<file path="config.mk">
export PLATFORM = sky130hd
export DESIGN_NAME = eboxCtlTop
export DESIGN_NICKNAME = d
export VERILOG_FILES = /design/src/rtl/cramPkg.sv /design/src/rtl/eboxPkg.sv /design/src/rtl/ctlDecode.sv /design/src/rtl/arSegment.sv /design/src/rtl/diagRead.sv /design/src/rtl/eboxCtlTop.sv
export VERILOG_INCLUDE_DIRS = /design/src /design/src/include
export SDC_FILE = /design/constraint.sdc
export NUM_CORES = 1
export LEC_CHECK = 0
export BUFFER_PORTS_ARGS = -buffer_cell sky130_fd_sc_hd__clkbuf_2
export CAP_MARGIN = 30
export CORE_UTILIZATION = 30
export DETAILED_ROUTE_END_ITERATION = 12
export PLACE_DENSITY = 0.54
export SLEW_MARGIN = 30
export SYNTH_ARGS = -nofsm -noshare
export SYNTH_HDL_FRONTEND = slang
export SYNTH_HIERARCHICAL = 1
export SYNTH_SLANG_ARGS = --single-unit
</file>
<file path="constraint.sdc">
create_clock -name CTL -period 1.42 [get_ports CTL]
set_input_delay 0.142 -clock CTL [delete_from_list [all_inputs] [get_ports CTL]]
set_output_delay 0.142 -clock CTL [all_outputs]
set_load 0.005 [all_outputs]
</file>
<file path="src/include/ebox_config.svh">
`ifndef EBOX_CONFIG_SVH
`define EBOX_CONFIG_SVH

// Full data word
`define EBOX_WORD_WIDTH 36

// AR is split into equal segments, segment 0 holds the leftmost bits
`define AR_SEGMENTS 4

// One AR segment
`define SEG_WIDTH 9

`endif

</file>
<file path="src/rtl/cramPkg.sv">
package cramPkg;

  // DISP field
  typedef enum logic [2:0] {
    dispNone   = 3'd0,
    dispAread  = 3'd1,
    dispReturn = 3'd2,
    dispNicond = 3'd3,
    dispMul    = 3'd4,
    dispDiv    = 3'd5,
    dispNorm   = 3'd6,
    dispEaMod  = 3'd7
  } dispT;

  // SPEC field
  typedef enum logic [3:0] {
    specNone      = 4'd0,
    specLoadPc    = 4'd1,
    specArlInd    = 4'd2,
    specAdLong    = 4'd3,
    specMqShift   = 4'd4,
    specSaveFlags = 4'd5,
    specInhCry18  = 4'd6
  } specT;

  // AR select field
  typedef enum logic [2:0] {
    arNone    = 3'd0,
    arAdAll   = 3'd1,
    arAdLeft  = 3'd2,
    arAdRight = 3'd3,
    arMem     = 3'd4,
    arEbus    = 3'd5,
    arClr     = 3'd6
  } arSelT;

  // COND field, only honored with condEn
  typedef enum logic [2:0] {
    condNone     = 3'd0,
    condArllLoad = 3'd1,
    condArlrLoad = 3'd2,
    condArrLoad  = 3'd3,
    condArClr    = 3'd4,
    condArlInd   = 3'd5,
    condRegCtl   = 3'd6
  } condT;

  typedef logic [8:0] magicT;

endpackage

</file>
<file path="src/rtl/eboxPkg.sv">
`include "ebox_config.svh"

package eboxPkg;

  typedef logic [`EBOX_WORD_WIDTH-1:0] wordT;

  typedef logic [`SEG_WIDTH-1:0] segT;

  // Where a loading segment takes its data from
  typedef enum logic [1:0] {
    srcAd   = 2'd0,
    srcMem  = 2'd1,
    srcEbus = 2'd2
  } segSrcT;

  // Console function code, bit 6 is the read flag
  typedef logic [6:0] diagSelT;

  // One bit per AR segment
  typedef logic [`AR_SEGMENTS-1:0] segMaskT;

endpackage

</file>
<file path="src/rtl/ctlDecode.sv">
`timescale 1ns/100ps
`include "ebox_config.svh"

module ctlDecode (
  input  logic              CTL,
  input  logic              arstN,
  input  cramPkg::dispT     crmDisp,
  input  cramPkg::specT     crmSpec,
  input  cramPkg::arSelT    crmAr,
  input  cramPkg::condT     crmCond,
  input  cramPkg::magicT    crmMagic,
  input  logic              condEn,
  input  logic              adBit18,
  input  logic              respMbox,
  input  eboxPkg::diagSelT  ebusDs,
  input  logic              diagStrobe,
  input  logic [4:0]        ebusCtlBits,
  output eboxPkg::segMaskT  segLoad,
  output eboxPkg::segMaskT  segClr,
  output eboxPkg::segSrcT   segSrc,
  output logic              adLong,
  output logic              loadPc,
  output logic [4:0]        diagCtlReg
);

  import cramPkg::*;
  import eboxPkg::*;

  localparam diagSelT funcLoadCtl = 7'o076;
  localparam diagSelT funcLoadAr  = 7'o077;

  localparam segMaskT leftHalfMask  = segMaskT'(4'b0011);
  localparam segMaskT rightHalfMask = segMaskT'(4'b1100);

  logic    diagArLoad;
  logic    diagCtlLoad;
  logic    arlInd;
  logic    shortEa;
  logic    arClrAll;
  segMaskT condLoad;

  // Console functions
  assign diagArLoad  = diagStrobe && (ebusDs == funcLoadAr);
  assign diagCtlLoad = diagStrobe && (ebusDs == funcLoadCtl);

  assign arlInd   = (crmSpec == specArlInd) || (condEn && crmCond == condArlInd);
  assign shortEa  = (crmDisp == dispEaMod) && adBit18;
  assign arClrAll = (crmAr == arClr) || (condEn && crmCond == condArClr);

  always_comb begin
    condLoad = '0;
    if (condEn) begin
      case (crmCond)
        condArllLoad: condLoad = segMaskT'(4'b0001);
        condArlrLoad: condLoad = segMaskT'(4'b0010);
        condArrLoad:  condLoad = rightHalfMask;
        default:      condLoad = '0;
      endcase
    end
  end

  always_comb begin
    segLoad = '0;
    segClr  = '0;
    segSrc  = srcAd;
    if (diagArLoad) begin
      // Console load overrides the microword
      segLoad = '1;
      segSrc  = srcEbus;
    end else begin
      if (arClrAll) begin
        segClr = '1;
      end
      if (shortEa) begin
        segClr |= leftHalfMask;
      end
      if (arlInd) begin
        // Magic field takes over the AR load strobes
        segLoad = segMaskT'(crmMagic[`AR_SEGMENTS-1:0]);
        if (crmMagic[4]) begin
          segClr |= leftHalfMask;
        end
      end else begin
        case (crmAr)
          arAdAll:   segLoad = '1;
          arAdLeft:  segLoad = leftHalfMask;
          arAdRight: segLoad = rightHalfMask;
          arMem: begin
            if (respMbox) begin
              segLoad = '1;
              segSrc  = srcMem;
            end
          end
          arEbus: begin
            segLoad = '1;
            segSrc  = srcEbus;
          end
          default: segLoad = '0;
        endcase
      end
      segLoad |= condLoad;
    end
  end

  assign adLong = (crmDisp == dispMul) || (crmDisp == dispDiv) ||
                  (crmDisp == dispNorm) || (crmSpec == specAdLong) ||
                  (crmSpec == specMqShift);

  assign loadPc = (crmSpec == specLoadPc) || (crmDisp == dispNicond);

  // Diagnostic control register, written by function 076
  always_ff @(posedge CTL or negedge arstN) begin
    if (!arstN) begin
      diagCtlReg <= '0;
    end else if (diagCtlLoad) begin
      diagCtlReg <= ebusCtlBits;
    end
  end

  // Memory data is only steered into AR while the MBOX responds
  assert property (@(posedge CTL) disable iff (!arstN)
    segSrc == srcMem |-> respMbox);

endmodule

</file>
<file path="src/rtl/arSegment.sv">
`timescale 1ns/100ps

module arSegment (
  input  logic             CTL,
  input  logic             arstN,
  input  logic             load,
  input  logic             clr,
  input  eboxPkg::segSrcT  src,
  input  eboxPkg::segT     adSeg,
  input  eboxPkg::segT     memSeg,
  input  eboxPkg::segT     ebusSeg,
  output eboxPkg::segT     seg,
  output logic             parOdd
);

  import eboxPkg::*;

  segT srcData;

  always_comb begin
    case (src)
      srcMem:  srcData = memSeg;
      srcEbus: srcData = ebusSeg;
      default: srcData = adSeg;
    endcase
  end

  // Clear wins over load, parity follows the data
  always_ff @(posedge CTL or negedge arstN) begin
    if (!arstN) begin
      seg    <= '0;
      parOdd <= 1'b0;
    end else if (clr) begin
      seg    <= '0;
      parOdd <= 1'b0;
    end else if (load) begin
      seg    <= srcData;
      parOdd <= ^srcData;
    end
  end

  // Decoder must settle the source before strobing a load
  assert property (@(posedge CTL) disable iff (!arstN)
    load |-> !$isunknown(src));

endmodule

</file>
<file path="src/rtl/diagRead.sv">
`timescale 1ns/100ps
`include "ebox_config.svh"

module diagRead (
  input  logic              CTL,
  input  logic              arstN,
  input  logic              diagRead,
  input  eboxPkg::diagSelT  ebusDs,
  input  eboxPkg::wordT     arWord,
  input  eboxPkg::segMaskT  parBits,
  input  eboxPkg::segMaskT  segLoad,
  input  eboxPkg::segMaskT  segClr,
  input  eboxPkg::segSrcT   segSrc,
  input  logic              adLong,
  input  logic              loadPc,
  input  logic [4:0]        diagCtlReg,
  output eboxPkg::wordT     diagData,
  output logic              diagDriving
);

  import eboxPkg::*;

  localparam int statusWidth = 3 * `AR_SEGMENTS + 4;

  logic                   readActive;
  logic [statusWidth-1:0] statusWord;
  wordT                   readWord;

  assign readActive = diagRead && ebusDs[6];

  // Low bit up: load mask, clear mask, source, adLong, loadPc, parity
  assign statusWord = {parBits, loadPc, adLong, segSrc, segClr, segLoad};

  always_comb begin
    case (ebusDs[5:3])
      3'b000:  readWord = arWord;
      3'b001:  readWord = wordT'(statusWord);
      3'b010:  readWord = wordT'(diagCtlReg);
      default: readWord = '0;
    endcase
  end

  always_ff @(posedge CTL or negedge arstN) begin
    if (!arstN) begin
      diagData    <= '0;
      diagDriving <= 1'b0;
    end else begin
      diagDriving <= readActive;
      // Bus is left at zero when nobody reads
      if (readActive) begin
        diagData <= readWord;
      end else begin
        diagData <= '0;
      end
    end
  end

endmodule

</file>
<file path="src/rtl/eboxCtlTop.sv">
`timescale 1ns/100ps
`include "ebox_config.svh"

module eboxCtlTop (
  input  logic              CTL,
  input  logic              arstN,
  input  cramPkg::dispT     crmDisp,
  input  cramPkg::specT     crmSpec,
  input  cramPkg::arSelT    crmAr,
  input  cramPkg::condT     crmCond,
  input  cramPkg::magicT    crmMagic,
  input  logic              condEn,
  input  eboxPkg::wordT     adResult,
  input  eboxPkg::wordT     mbData,
  input  logic              respMbox,
  input  eboxPkg::wordT     ebusData,
  input  eboxPkg::diagSelT  ebusDs,
  input  logic              diagStrobe,
  input  logic              diagRead,
  output eboxPkg::wordT     ar,
  output eboxPkg::segMaskT  arParOdd,
  output logic              adLong,
  output logic              loadPc,
  output eboxPkg::wordT     diagData,
  output logic              diagDriving
);

  import eboxPkg::*;

  segMaskT    segLoad;
  segMaskT    segClr;
  segSrcT     segSrc;
  logic [4:0] diagCtlReg;

  ctlDecode ctlDecode_i (
    .CTL         (CTL),
    .arstN       (arstN),
    .crmDisp     (crmDisp),
    .crmSpec     (crmSpec),
    .crmAr       (crmAr),
    .crmCond     (crmCond),
    .crmMagic    (crmMagic),
    .condEn      (condEn),
    .adBit18     (adResult[18]),
    .respMbox    (respMbox),
    .ebusDs      (ebusDs),
    .diagStrobe  (diagStrobe),
    .ebusCtlBits (ebusData[4:0]),
    .segLoad     (segLoad),
    .segClr      (segClr),
    .segSrc      (segSrc),
    .adLong      (adLong),
    .loadPc      (loadPc),
    .diagCtlReg  (diagCtlReg)
  );

  // Segment 0 sits in the leftmost bits of the word
  for (genvar i = 0; i < `AR_SEGMENTS; i++) begin : gSeg
    localparam int lsb = (`AR_SEGMENTS - 1 - i) * `SEG_WIDTH;

    arSegment arSegment_i (
      .CTL     (CTL),
      .arstN   (arstN),
      .load    (segLoad[i]),
      .clr     (segClr[i]),
      .src     (segSrc),
      .adSeg   (adResult[lsb +: `SEG_WIDTH]),
      .memSeg  (mbData[lsb +: `SEG_WIDTH]),
      .ebusSeg (ebusData[lsb +: `SEG_WIDTH]),
      .seg     (ar[lsb +: `SEG_WIDTH]),
      .parOdd  (arParOdd[i])
    );
  end

  diagRead diagRead_i (
    .CTL         (CTL),
    .arstN       (arstN),
    .diagRead    (diagRead),
    .ebusDs      (ebusDs),
    .arWord      (ar),
    .parBits     (arParOdd),
    .segLoad     (segLoad),
    .segClr      (segClr),
    .segSrc      (segSrc),
    .adLong      (adLong),
    .loadPc      (loadPc),
    .diagCtlReg  (diagCtlReg),
    .diagData    (diagData),
    .diagDriving (diagDriving)
  );

endmodule

</file>
# ---- Word level (Yosys, flattened, before mapping)
# Cells that the tools add are included.
dict set report word_totals {
  regBits 82
  elab_cells 99
  inputBits 143
  out_inout_bits 79
}
dict set report op_classes {
  eq_ne 26
  reduce_logical 23
  bitwise 1
  n_mux 38
}
# cell count
set ops {}
lappend ops {{one-hot mux 36 bit (3 select lines)} 1}
lappend ops {{2-to-1 mux 9 bit} 8}
lappend ops {{one-hot mux 9 bit (2 select lines)} 4}
lappend ops {{2-to-1 mux 36 bit} 1}
lappend ops {{parity 9 bit} 4}
lappend ops {{2-to-1 mux 4 bit} 7}
lappend ops {{equality test 3 bit, second input constant} 9}
lappend ops {{equality test 3 x 2 -> 1 bit, second input constant} 6}
lappend ops {{one-hot mux 4 bit (4 select lines)} 1}
lappend ops {{equality test 7 x 6 -> 1 bit, second input constant} 2}
lappend ops {{one-hot mux 4 bit (3 select lines)} 1}
lappend ops {{2-to-1 mux 2 bit} 5}
lappend ops {{equality test 3 x 1 -> 1 bit, second input constant} 3}
lappend ops {{2-to-1 mux 1 bit} 9}
lappend ops {{equality test 4 x 2 -> 1 bit, second input constant} 2}
lappend ops {{nonzero test 2 bit} 4}
lappend ops {{logical OR 1 bit} 7}
lappend ops {{logical AND 1 bit} 6}
lappend ops {{equality test 4 x 1 -> 1 bit, second input constant} 1}
lappend ops {{equality test 4 x 3 -> 1 bit, second input constant} 1}
lappend ops {{OR 4 bit} 1}
lappend ops {{one-hot mux 2 bit (2 select lines)} 1}
lappend ops {{logical NOT 3 bit} 1}
lappend ops {{equality test 2 x 1 -> 1 bit, second input constant} 1}
lappend ops {{2 further kinds} 2}

# ---- Logic depth before layout (Yosys ltp)
# Gate-level depths: netlist (run 1).
dict set report logic_depth {
  depth_word 10
  ltp_mapped 14
  mapped_depth_nobuf 12
}

# ---- By module
# The synthesis (run 1) kept the hierarchy.
# module instances cells_per_inst area_each_um2
set modules_own_cells {}
lappend modules_own_cells {arSegment 4 77 752.0}
lappend modules_own_cells {diagRead 1 109 1589.0}
lappend modules_own_cells {ctlDecode 1 60 546.8}

# ---- Worst setup path before layout (run 1)
# Ideal clock, no wire load.
dict set report synth_timing {
  path_type {input port to flip-flop}
  from {input crmSpec[1]}
  to {register gSeg[0].arSegment_i.parOdd}
  setup_slack_ns -1.759
  n_path_buf 2
  stages 12
  t_arrival_ns 3.053
  cell_sequence {nor4b_4 > nand2b_4 > nor2_1 > nor4b_1 > inv_1 > ha_1 > buf_6 > buf_12 > o21ai_1 > xnor2_1 > xnor3_1 > a221o_1}
}
dict set report synth_between {
  elab_chain_len 9
}
# item line_no
set synth_lines {}
lappend synth_lines {{start, declared} eboxCtlTop.sv:8} ;# input cramPkg::specT crmSpec,
lappend synth_lines {{equality test 4 x 2 -> 1 bit (*)} ctlDecode.sv:46} ;# assign arlInd = (crmSpec == specArlInd) || (condEn && crmCond == condArlInd);
lappend synth_lines {{logical OR 1 bit (*)} ctlDecode.sv:46}
lappend synth_lines {{2-to-1 mux 2 bit (*)} ctlDecode.sv:77} ;# if (arlInd) begin
lappend synth_lines {{2-to-1 mux 2 bit (*)} ctlDecode.sv:66} ;# if (diagArLoad) begin
lappend synth_lines {{net segSrc[0]} eboxCtlTop.sv:32} ;# segSrcT segSrc;
lappend synth_lines {{equality test 2 bit / equality test 2 x 1 -> 1 bit (equally long branches)} arSegment.sv:21} ;# case (src)
lappend synth_lines {{one-hot mux 9 bit (2 select lines) (*)} arSegment.sv:21}
lappend synth_lines {{parity 9 bit (*)} arSegment.sv:38} ;# parOdd <= ^srcData;
lappend synth_lines {{2-to-1 mux 1 bit (*)} arSegment.sv:36} ;# end else if (load) begin
lappend synth_lines {{2-to-1 mux 1 bit (*)} arSegment.sv:33} ;# end else if (clr) begin
lappend synth_lines {{end signal, assigned} arSegment.sv:38}
lappend synth_lines {{end, declared} arSegment.sv:13} ;# output logic parOdd
# Mark *: on every way through the listed nets, which the timed path passes. The rest lies on a longest branch. The select of a mux whose other input is x is not followed.
# A chain may end at the register's enable or synchronous reset.

# ---- Worst setup path in the final report (run 1)
dict set report layout_timing {
  from {input crmSpec[1]}
  to {register gSeg[1].arSegment_i.parOdd}
}
dict set report layout_between {
  elab_chain_len 9
}
# item line_no
set layout_lines {}
lappend layout_lines {{equality test 4 x 2 -> 1 bit (*)} ctlDecode.sv:46}
lappend layout_lines {{logical OR 1 bit (*)} ctlDecode.sv:46}
lappend layout_lines {{2-to-1 mux 2 bit (*)} ctlDecode.sv:77}
lappend layout_lines {{2-to-1 mux 2 bit (*)} ctlDecode.sv:66}
lappend layout_lines {{net segSrc[0]} eboxCtlTop.sv:32}
lappend layout_lines {{equality test 2 bit / equality test 2 x 1 -> 1 bit (equally long branches)} arSegment.sv:21}
lappend layout_lines {{one-hot mux 9 bit (2 select lines) (*)} arSegment.sv:21}
lappend layout_lines {{parity 9 bit (*)} arSegment.sv:38}
lappend layout_lines {{2-to-1 mux 1 bit (*)} arSegment.sv:36}
lappend layout_lines {{2-to-1 mux 1 bit (*)} arSegment.sv:33}
lappend layout_lines {{end signal, assigned} arSegment.sv:38}
lappend layout_lines {{end, declared} arSegment.sv:13}
# Marks and branches as above.

==> results of run 1 <==
## worst max-delay path, delay by kind of cell
| family | cells | cell delay [ns] |
|---|---|---|
| compound gates | 3 | 0.67 |
| xor+xnor | 1 | 0.34 |
| fa+ha+maj | 1 | 0.24 |
| simple gates | 6 | 0.78 |
| buf+inv | 5 | 0.56 |
## worst paths after layout
kind / start / to
worst min-delay path: ebusData[2] / ctlDecode_i/diagCtlReg[2]
min in group asynchronous: arstN / gSeg[3].arSegment_i/parOdd
max in group asynchronous: arstN / gSeg[0].arSegment_i/parOdd
worst max register to register: gSeg[3].arSegment_i/parOdd / gSeg[3].arSegment_i/parOdd
worst min register to register: ctlDecode_i/diagCtlReg[2] / ctlDecode_i/diagCtlReg[2]
worst max-delay path: crmSpec[1] / gSeg[1].arSegment_i/parOdd
## routing by layer
layer	vias up	part of all wire (%)
met5	-	0
met4	0	0.85
met3	12	4.8
met2	149	51
met1	2411	43
li1	2331	-
## per-stage QoR
step / instance area (µm²) / TNS, ns / hold slack [ns] / cells
3_5_place_dp: 7130 / -43.40 / 0.0959 / 964
5_1_grt: 8470 / -24.37 / 0.0539 / 1018
2_1_floorplan: 5350 / -24.33 / -0.154 / 477
3_3_place_gp: 7130 / -41.06 / 0.0886 / 964
4_1_cts: 8000 / -19.42 / 0.0474 / 998
6_report: 8470 / -20.93 / 0.0623 / 1018
## area by class of cell
| cell class | count | area share [%] |
|---|---|---|
| Inverter | 21 | 1.02 |
| Tap cell | 220 | 3.25 |
| Sequential cell | 82 | 24.2 |
| Clock buffer | 9 | 2.66 |
| Multi-Input combinational cell | 338 | 39.6 |
| Clock inverter | 7 | 0.930 |
| Timing Repair Buffer | 341 | 28.3 |
## power groups by stage
stage / combinational (mW) / sequential, mW / clock, mW
6_report: 2.59 / 2.84 / 2.39
5_1_grt: 2.82 / 2.88 / 2.55
4_1_cts: 2.38 / 2.84 / 2.47
3_5_place_dp: 2.16 / 2.88 / 0
3_3_place_gp: 2.12 / 2.88 / 0
2_1_floorplan: 1.20 / 2.81 / 0
## registers in the layout, summed over array words and instances (netlist names)
register	flops
gSeg.arSegment_i/parOdd	4
diagRead_i/diagData	36
diagRead_i/diagDriving	1
ctlDecode_i/diagCtlReg	5
gSeg.arSegment_i/seg	36
## logic make-up (layout without fill, tap and decap cells)
group / count (synthesis) / in the layout / synth area share, %
simple gates: 157 / 157 / 19.2
compound gates: 95 / 96 / 14.2
flops: 82 / 82 / 39.9
buf+inv: 58 / 378 / 8.05
mux: 57 / 57 / 11.2
xor+xnor: 20 / 20 / 5.55
fa+ha+maj: 8 / 8 / 1.95
## cells in the final DEF, fill, tap and decap left out, types with 4 or more instances in the layout
master	netlist	final
clkbuf_2	0	213
inv_1	21	7
ha_4	0	8
buf_4	3	70
xnor2_1	8	4
nand2_1	40	17
mux2_2	5	5
o21ai_2	16	15
nor4b_2	15	15
inv_2	0	11
a22oi_1	24	4
o22ai_1	6	6
nor2b_1	9	8
nor4b_1	6	5
nand3b_1	7	7
a221o_1	8	8
nand2_2	4	11
nand2_4	0	16
a221o_2	4	4
dfrtp_1	82	82
a22oi_2	4	24
o21ai_4	0	21
buf_8	0	5
a21oi_1	4	4
buf_6	15	39
clkbuf_16	0	10
buf_12	4	10
mux2i_1	52	52
xor2_1	4	4
xnor2_2	0	4
nor2_1	60	58
xnor3_1	8	8
## what timing repair did
action | CTS | global route
hold buffers | 1 | 0
pin swaps | 25 | 49
gates cloned | 2 | 2
endpoints found under the setup margin | 43 | 45
buffers inserted | 17 | 23
resized for setup | 83 | 80
endpoints found under the hold margin | 23 | 0
## cells in the mapped netlist, types with 2 or more instances
library cell / count
nor2b_1: 9
o21ai_1: 4
clkbuf_1: 9
nor2_1: 60
buf_4: 3
o21ai_0: 18
o22ai_1: 6
nand2_1: 40
nand4bb_1: 2
inv_1: 21
xnor2_1: 8
nor4b_1: 6
a22oi_1: 24
a22oi_2: 4
xor2_1: 4
xnor3_1: 8
ha_1: 8
mux2i_1: 52
a221o_1: 8
buf_12: 4
nor4b_2: 15
nand2_2: 4
nand3b_1: 7
nand4b_4: 2
a21oi_1: 4
a221o_2: 4
buf_6: 15
o21ai_2: 16
mux2_2: 5
buf_2: 6
dfrtp_1: 82
==> flow_summary.yaml, run 1 <==
logic_synthesis:
  syn_area_per_cell_um2: 10.8
  synth_area_leaders: "dfrtp_1 (40%), mux2i_1 (10%), nor2_1 (4.4%)"
  synth_edf_count: 0
  yosys_warnings: 6
  synthesis.area_um2: 5140
  synthFlopType: "dfrtp_1"
  synth_cell_types: 50
  synth_nets: 628
  synth_top_area_share_pct: 39.9
  async_flop_share_pct: 100
  synth_top_area_cell: "dfrtp_1"
  synth-seq-cells: 82
  ys_seq_area_share_pct: 39.9
  syn_inst: 477
power_and_ir_drop:
  power_frac_comb_pct: 33.1
  p_sw_mw: 2.43
  switching_share_pct: 31.0
  clock_power_share_pct: 30.5
  p_total_mw: 7.83
  power.density_nw_per_um2: 924
  seq_power_share_pct: 36.3
  ir_worst_vdd_mv: 0.657
  intPower_mw: 5.40
  p_leak_nw: 4.22
detailed_routing:
  num_vias: 4903
  viasPerCell: 4.82
  finalWirelength_um: 17000
  drtIter0Drc: 178
  ant_nets: 0
  first_pass_iters: 6
  wire_per_inst_um: 16.7
  drc: 0
worst_hold_path:
  worstHoldPathCells: 2
  min_path_type: "primary input to flop"
placement:
  dp_slack_ns: -1.66
  portBuffers: 217
  globalplace.congestion: 0.815
  dp_hpwl_um: 12000
global_route:
  grt_pass1_vias: 5107
  grt_pass1_wl_um: 26200
  grt_max_degree: 41
  busiest_layer: "met2"
  use_met2_pct: 33.5
  grtUsageMet1_pct: 23.6
  antenna_found_initial: 0
  grt_usage_pct: 19.1
  grt_util_met3_pct: 4.02
  gr-total-overflow: 0
die:
  num_io_pins: 222
  die_h_um: 133
  core_um2: 16600
  fp.dieW_um: 133
  initial_core_util_pct: 30.9
  die_area_um2: 17700
  row_count: 47
sta:
  finalCriticalPeriod_ns: 2.50
  finalHoldViolCount: 0
  drv_slew: 0
  tightest_slew_ns: 0.585
  fin_crit_sh_pct: 176
  finalClockSkew_ns: 0.00464
  setup_viol: 40
  fmax_mhz: 400
  rsz0062_at_grt: "yes"
  maxSlewHeadroom_pct: 61.0
  postLayoutSetupSlackWorst_ns: -1.08
cts:
  cts-root-buf: "clkbuf_16"
  cts_tree: "done"
  clkLatencyLatePin_ns: 0.34
  cts_max_level: 3
  cts_buffer_depth: 2
  cts_inserted_buffers: 9
  clock_sinks: 82
  clkSlewWorstSetupHoldPaths_ns: 0.07
critical_path:
  r2r_cells: 1
  rrSetupSlack_ns: 0.47
  slowest_stage: "xnor3_1"
  cp.required_ns: 1.64
  cp_max_fo: 8
  arrival_ns: 2.72
  slowest_delay_ns: 0.34
  worst_setup_path_end_kind: "flop"
  worst-setup-path-type: "primary input to flop"
  worstPathCellList: "buf_8 -> nor4b_4 -> nand2b_4 -> nor2_4 -> nor4b_4 -> buf_4 -> buf_6 -> inv_4 -> ha_4 -> buf_8 -> a221o_2 -> o21ai_4 -> xnor3_1 -> nand2_1 -> nor2_1 -> a221o_1"
  critPathLaunchType: "primary input"
status:
  status: "finished with violations"
  violations: "negative setup slack"
cells_and_area:
  fillCellCount: 1521
  nets: 944
  drive_gt1_share_pct: 64.3
  ff_latch_area_um2: 2050
  syn_to_final_growth_pct: 64.7
  n_antenna_cell: 0
  final_util_pct: 50.9
  multi_input_area_um2: 3350
run:
  maxCapViolations: 0
Power figures use the tool's default switching activity.
==> run 2: changes to the inputs <==
==> constraint.sdc (replaced) <==
create_clock -name CTL -period 1.42 [get_ports CTL]
set_input_delay 0.142 -clock CTL [delete_from_list [all_inputs] [get_ports CTL]]
set_output_delay 0.142 -clock CTL [all_outputs]
set_load 0.02 [all_outputs]
==> run 2 against run 1 <==
The run still ends with negative setup slack left. Total power increased by 2.8%. Utilization is 0.67 points lower. Register-to-register slack better by 0.03 ns. Clock skew up 0.0015 ns. Critical path type unchanged. Critical path depth down 2. Largest power group unchanged. Wire length fell by 0.91%. Highest routed layer unchanged. Cell area is 1.3% lower. First-iteration DRC count fell by 6.2%.
==> flow_summary.yaml, run 2 (synthesis results as in run 1) <==
cells_and_area:
  drive_gt1_share_pct: 62.9
  n_antenna_cell: 0
  nets: 942
  top_regs: "diagRead_i/diagData: 36 flops, gSeg.arSegment_i/seg: 36 flops, ctlDecode_i/diagCtlReg: 5 flops"
  mostFrequentLayoutCell: "clkbuf_2"
  syn_to_final_growth_pct: 62.5
  layout_common_cells: "clkbuf_2 (211), dfrtp_1 (82), buf_4 (75), nor2_1 (58), mux2i_1 (51)"
  final_util_pct: 50.2
  instances_no_fill: 1016
critical_path:
  critPathLaunchType: "primary input"
  arrival_ns: 2.67
  cp.required_ns: 1.65
  worst-setup-path-type: "primary input to flop"
  r2r_cells: 1
  worst_setup_path_end_kind: "flop"
  cp_max_fo: 8
detailed_routing:
  num_vias: 4909
  drtIter0Drc: 167
  drc: 0
  viasPerCell: 4.83
  ant_nets: 0
  wire_per_inst_um: 16.6
  finalWirelength_um: 16800
  first_pass_iters: 4
die:
  num_io_pins: 222
  fp.dieW_um: 133
  die_area_um2: 17700
  initial_core_util_pct: 30.9
  die_h_um: 133
  core_um2: 16600
  row_count: 47
global_route:
  grt_usage_pct: 19.2
  antenna_found_initial: 0
  gr-total-overflow: 0
  grt_pass1_wl_um: 26200
  grt_max_degree: 44
  grt_pass1_vias: 5047
sta:
  finalHoldViolCount: 0
  drv_slew: 0
  postLayoutSetupSlackWorst_ns: -1.02
  fin_crit_sh_pct: 172
  setup_viol: 40
  maxSlewHeadroom_pct: 57.7
  whs_ns: 0.0711
  tightest_slew_ns: 0.634
  finalClockSkew_ns: 0.00612
  fmax_mhz: 410
  finalCriticalPeriod_ns: 2.44
  rsz0062_at_grt: "yes"
  setup_tns_ns: -19.22
worst_hold_path:
  min_path_type: "primary input to flop"
  worstHoldPathCells: 2
cts:
  clock_sinks: 82
  clkLatencyLatePin_ns: 0.34
  clkSlewWorstSetupHoldPaths_ns: 0.07
  cts_tree: "done"
  cts_max_level: 3
  cts_buffer_depth: 2
  cts-root-buf: "clkbuf_16"
  cts_inserted_buffers: 9
placement:
  globalplace.congestion: 0.782
  dp.cells: 962
  portBuffers: 217
  dp_hpwl_um: 12300
  dp_slack_ns: -1.51
run:
  maxCapViolations: 0
power_and_ir_drop:
  ir_worst_vdd_mv: 0.555
  power.density_nw_per_um2: 962
  p_leak_nw: 4.19
status:
  status: "finished with violations"
  violations: "negative setup slack"
## run 2: final timing paths
kind / startpoint / to / slack, ns
worst max-delay path: crmSpec[1] / gSeg[1].arSegment_i/parOdd / -1.02
worst min-delay path: ebusData[1] / ctlDecode_i/diagCtlReg[1] / 0.07
worst max register to register: gSeg[3].arSegment_i/parOdd / gSeg[3].arSegment_i/parOdd / 0.50
worst min register to register: ctlDecode_i/diagCtlReg[2] / ctlDecode_i/diagCtlReg[2] / 0.51
max in group asynchronous: arstN / ctlDecode_i/diagCtlReg[0] / 0.53
min in group asynchronous: arstN / gSeg[1].arSegment_i/seg[5] / 0.29
## run 2: repair_timing
| action | CTS | global route |
|---|---|---|
| pin swaps | 18 | 29 |
| resized for setup | 94 | 51 |
| setup endpoints to repair | 44 | 45 |
| hold buffers | 1 | 0 |
| buffers inserted | 25 | 22 |
| hold endpoints to repair | 28 | 0 |
| cloned | 4 | 2 |
## run 2: critical path: stages
cell and delay [ns]:
buf_8 0.09, nor4b_4 0.12, nand2b_4 0.14, nor2_4 0.11, nor4b_4 0.30, buf_4 0.23, inv_2 0.05, ha_4 0.29
buf_12 0.14, nand2_2 0.07, o21ai_4 0.07, xor2_1 0.16, xnor3_1 0.42, a221o_1 0.31
## run 2: area by class of cell
type	count	area, µm²
clock buffer	9	225
clock inverter	7	76.3
fill	1561	8280
inverter	21	83.8
multi-input combinational	338	3270
sequential	82	2050
tap	220	275
timing repair buffer	339	2380
## run 2: stage by stage
stage | power (mW) | instance area, µm²
floorplan | 4.29 | 5340
global placement | 5.28 | 7080
detailed placement | 5.32 | 7080
CTS | 8.03 | 8020
global route | 8.44 | 8360
finish | 8.05 | 8360
## run 2: per-layer routing
metal  up-vias  GRT usage, %  share of wire (%)
li1       2339             -                  -
met1      2382          23.0                 41
met2       166          34.0                 51
met3        22          4.29                5.6
met4         0          5.43                1.7
met5         -             0                  0
## run 2: where the power goes
group	internal, mW	switching (mW)	leakage, nW	total [mW]
sequential	2.59	0.254	1.09	2.84
combinational	1.40	1.40	2.95	2.80
clock	1.38	1.03	0.143	2.40
==> run 3: changes to the inputs <==
--- a/config.mk
+++ b/config.mk
@@ -8,9 +8,9 @@
 export LEC_CHECK = 0
 export BUFFER_PORTS_ARGS = -buffer_cell sky130_fd_sc_hd__clkbuf_2
 export CAP_MARGIN = 30
-export CORE_UTILIZATION = 30
+export CORE_UTILIZATION = 52
 export DETAILED_ROUTE_END_ITERATION = 12
-export PLACE_DENSITY = 0.54
+export PLACE_DENSITY = 0.85
 export SLEW_MARGIN = 30
 export SYNTH_ARGS = -nofsm -noshare
 export SYNTH_HDL_FRONTEND = slang
==> run 3 against run 2 <==
The run still ends with negative setup slack left. Wire length up 14%. Register-to-register slack worse by 0.10 ns. Utilization grew 35 points. Largest cell class unchanged. Highest routed layer unchanged. Largest power group is now combinational logic. Clock power fell by 37%. Sequential share of layout area is 1.1 points higher. Clock skew is 0.014 ns higher. First-iteration DRC count grew 53%. Setup slack got worse by 0.23 ns. Cell area is 4.3% lower. Die area decreased by 42%. Non-clock buffer count down 7.
==> flow_summary.yaml, run 3 (synthesis results as in run 1) <==
die:
  fp.dieW_um: 101
  die_area_um2: 10300
  core_um2: 9420
  row_count: 35
  num_io_pins: 222
  initial_core_util_pct: 54.6
  die_h_um: 101
cells_and_area:
  multi_input_area_um2: 3280
  mostFrequentLayoutCell: "clkbuf_2"
  final_util_pct: 85.0
  nets: 935
  drive_gt1_share_pct: 63.3
  top_regs: "diagRead_i/diagData: 36 flops, gSeg.arSegment_i/seg: 36 flops, ctlDecode_i/diagCtlReg: 5 flops"
  n_antenna_cell: 0
  fillCellCount: 455
  syn_to_final_growth_pct: 55.6
  ff_latch_area_um2: 2050
  layout_common_cells: "clkbuf_2 (211), dfrtp_1 (82), buf_4 (80), nor2_1 (58), mux2i_1 (50)"
global_route:
  gr-total-overflow: 0
  grt_max_degree: 39
  antenna_found_initial: 0
  grt_usage_pct: 34.5
  grt_pass1_vias: 5452
  grt_pass1_wl_um: 26700
sta:
  tightest_slew_ns: 0.611
  fmax_mhz: 376
  finalClockSkew_ns: 0.0201
  drv_slew: 0
  rsz0062_at_grt: "yes"
  postLayoutSetupSlackWorst_ns: -1.24
  maxSlewHeadroom_pct: 59.3
  finalCriticalPeriod_ns: 2.66
  fin_crit_sh_pct: 187
  setup_viol: 42
  finalHoldViolCount: 0
  setup_tns_ns: -21.54
detailed_routing:
  first_pass_iters: 5
  wire_per_inst_um: 21.0
  drtIter0Drc: 256
  num_vias: 5303
  ant_nets: 0
  viasPerCell: 5.79
  drc: 0
  finalWirelength_um: 19300
run:
  maxCapViolations: 0
worst_hold_path:
  min_path_type: "primary input to flop"
  worstHoldPathCells: 2
critical_path:
  worst-setup-path-type: "primary input to flop"
  critPathLaunchType: "primary input"
  cpMostUsedCell: "nor4b_4"
  arrival_ns: 2.87
  slowest_delay_ns: 0.51
  worstPathCellList: "buf_8 -> nor4b_4 -> nand2b_4 -> nor2_4 -> nor4b_4 -> buf_6 -> inv_4 -> ha_4 -> buf_12 -> nand2_4 -> o21ai_4 -> xnor2_1 -> xnor3_1 -> a221o_1"
  r2r_cells: 1
  cp_max_fo: 5
  slowest_stage: "xnor3_1"
  worst_setup_path_end_kind: "flop"
  rrSetupSlack_ns: 0.40
  cp.required_ns: 1.63
status:
  violations: "negative setup slack"
  status: "finished with violations"
placement:
  dp_slack_ns: -1.51
  dp_hpwl_um: 11900
  globalplace.congestion: 0.914
  portBuffers: 217
power_and_ir_drop:
  p_leak_nw: 4.06
  power.density_nw_per_um2: 908
  ir_worst_vdd_mv: 0.642
cts:
  cts_buffer_depth: 2
  cts_tree: "done"
  clock_sinks: 82
  cts_max_level: 3
  cts_inserted_buffers: 9
  cts-root-buf: "clkbuf_8"
  clkLatencyLatePin_ns: 0.35
  clkSlewWorstSetupHoldPaths_ns: 0.07
-- run 3: path summary, 6_finish.rpt --
| kind | endpoint | startpoint |
|---|---|---|
| setup reg to reg | diagRead_i/diagData[19] | gSeg[1].arSegment_i/seg[1] |
| max in group asynchronous | gSeg[1].arSegment_i/seg[4] | arstN |
| hold reg to reg | ctlDecode_i/diagCtlReg[2] | ctlDecode_i/diagCtlReg[2] |
| min in group asynchronous | gSeg[1].arSegment_i/seg[6] | arstN |
| setup / recovery | gSeg[2].arSegment_i/parOdd | crmSpec[1] |
| hold / removal | ctlDecode_i/diagCtlReg[4] | ebusData[4] |
-- run 3: worst max-delay path, delay by kind of cell --
family	cells	cell delay, ns
fa+ha+maj	1	0.26
buf+inv	4	0.47
simple gates	5	0.74
compound gates	2	0.46
xor+xnor	2	0.79
-- run 3: layer usage --
metal / vias up / share of wire [%] / global-route usage, %
met5: - / 0 / 0
met4: 0 / 4.7 / 17.9
met3: 81 / 6.0 / 7.11
met2: 324 / 54 / 64.8
met1: 2589 / 35 / 36.1
li1: 2309 / - / -
-- run 3: what timing repair did --
action                     CTS  global route
hold buffers                 1             0
setup endpoints to repair   44            45
cloned                       1             3
pin swaps                   18            35
resized for setup           80            59
hold endpoints to repair    24             0
setup buffers               16            21
-- run 3: layout make-up --
cell class,instances,area share (%)
Timing Repair Buffer,332,28.3
Clock inverter,3,0.219
Sequential cell,82,25.6
Tap cell,129,2.02
Clock buffer,11,1.77
Multi-Input combinational cell,338,41.0
Inverter,21,1.08
-- run 3: where the power goes --
group | internal (mW) | switching, mW
Sequential | 2.59 | 0.274
Clock | 0.660 | 0.846
Combinational | 1.38 | 1.53
Total | 4.62 | 2.65
-- run 3: metrics by stage --
step                cells  hold WS [ns]  power, mW  area [µm²]
floorplan             477        -0.154       4.29        5340
finish                916        0.0814       7.27        8010
global placement      874        0.0792       5.19        6980
CTS                   902        0.0434       6.93        7600
detailed placement    874        0.0850       5.31        6980
global route          916        0.0618       7.54        8010
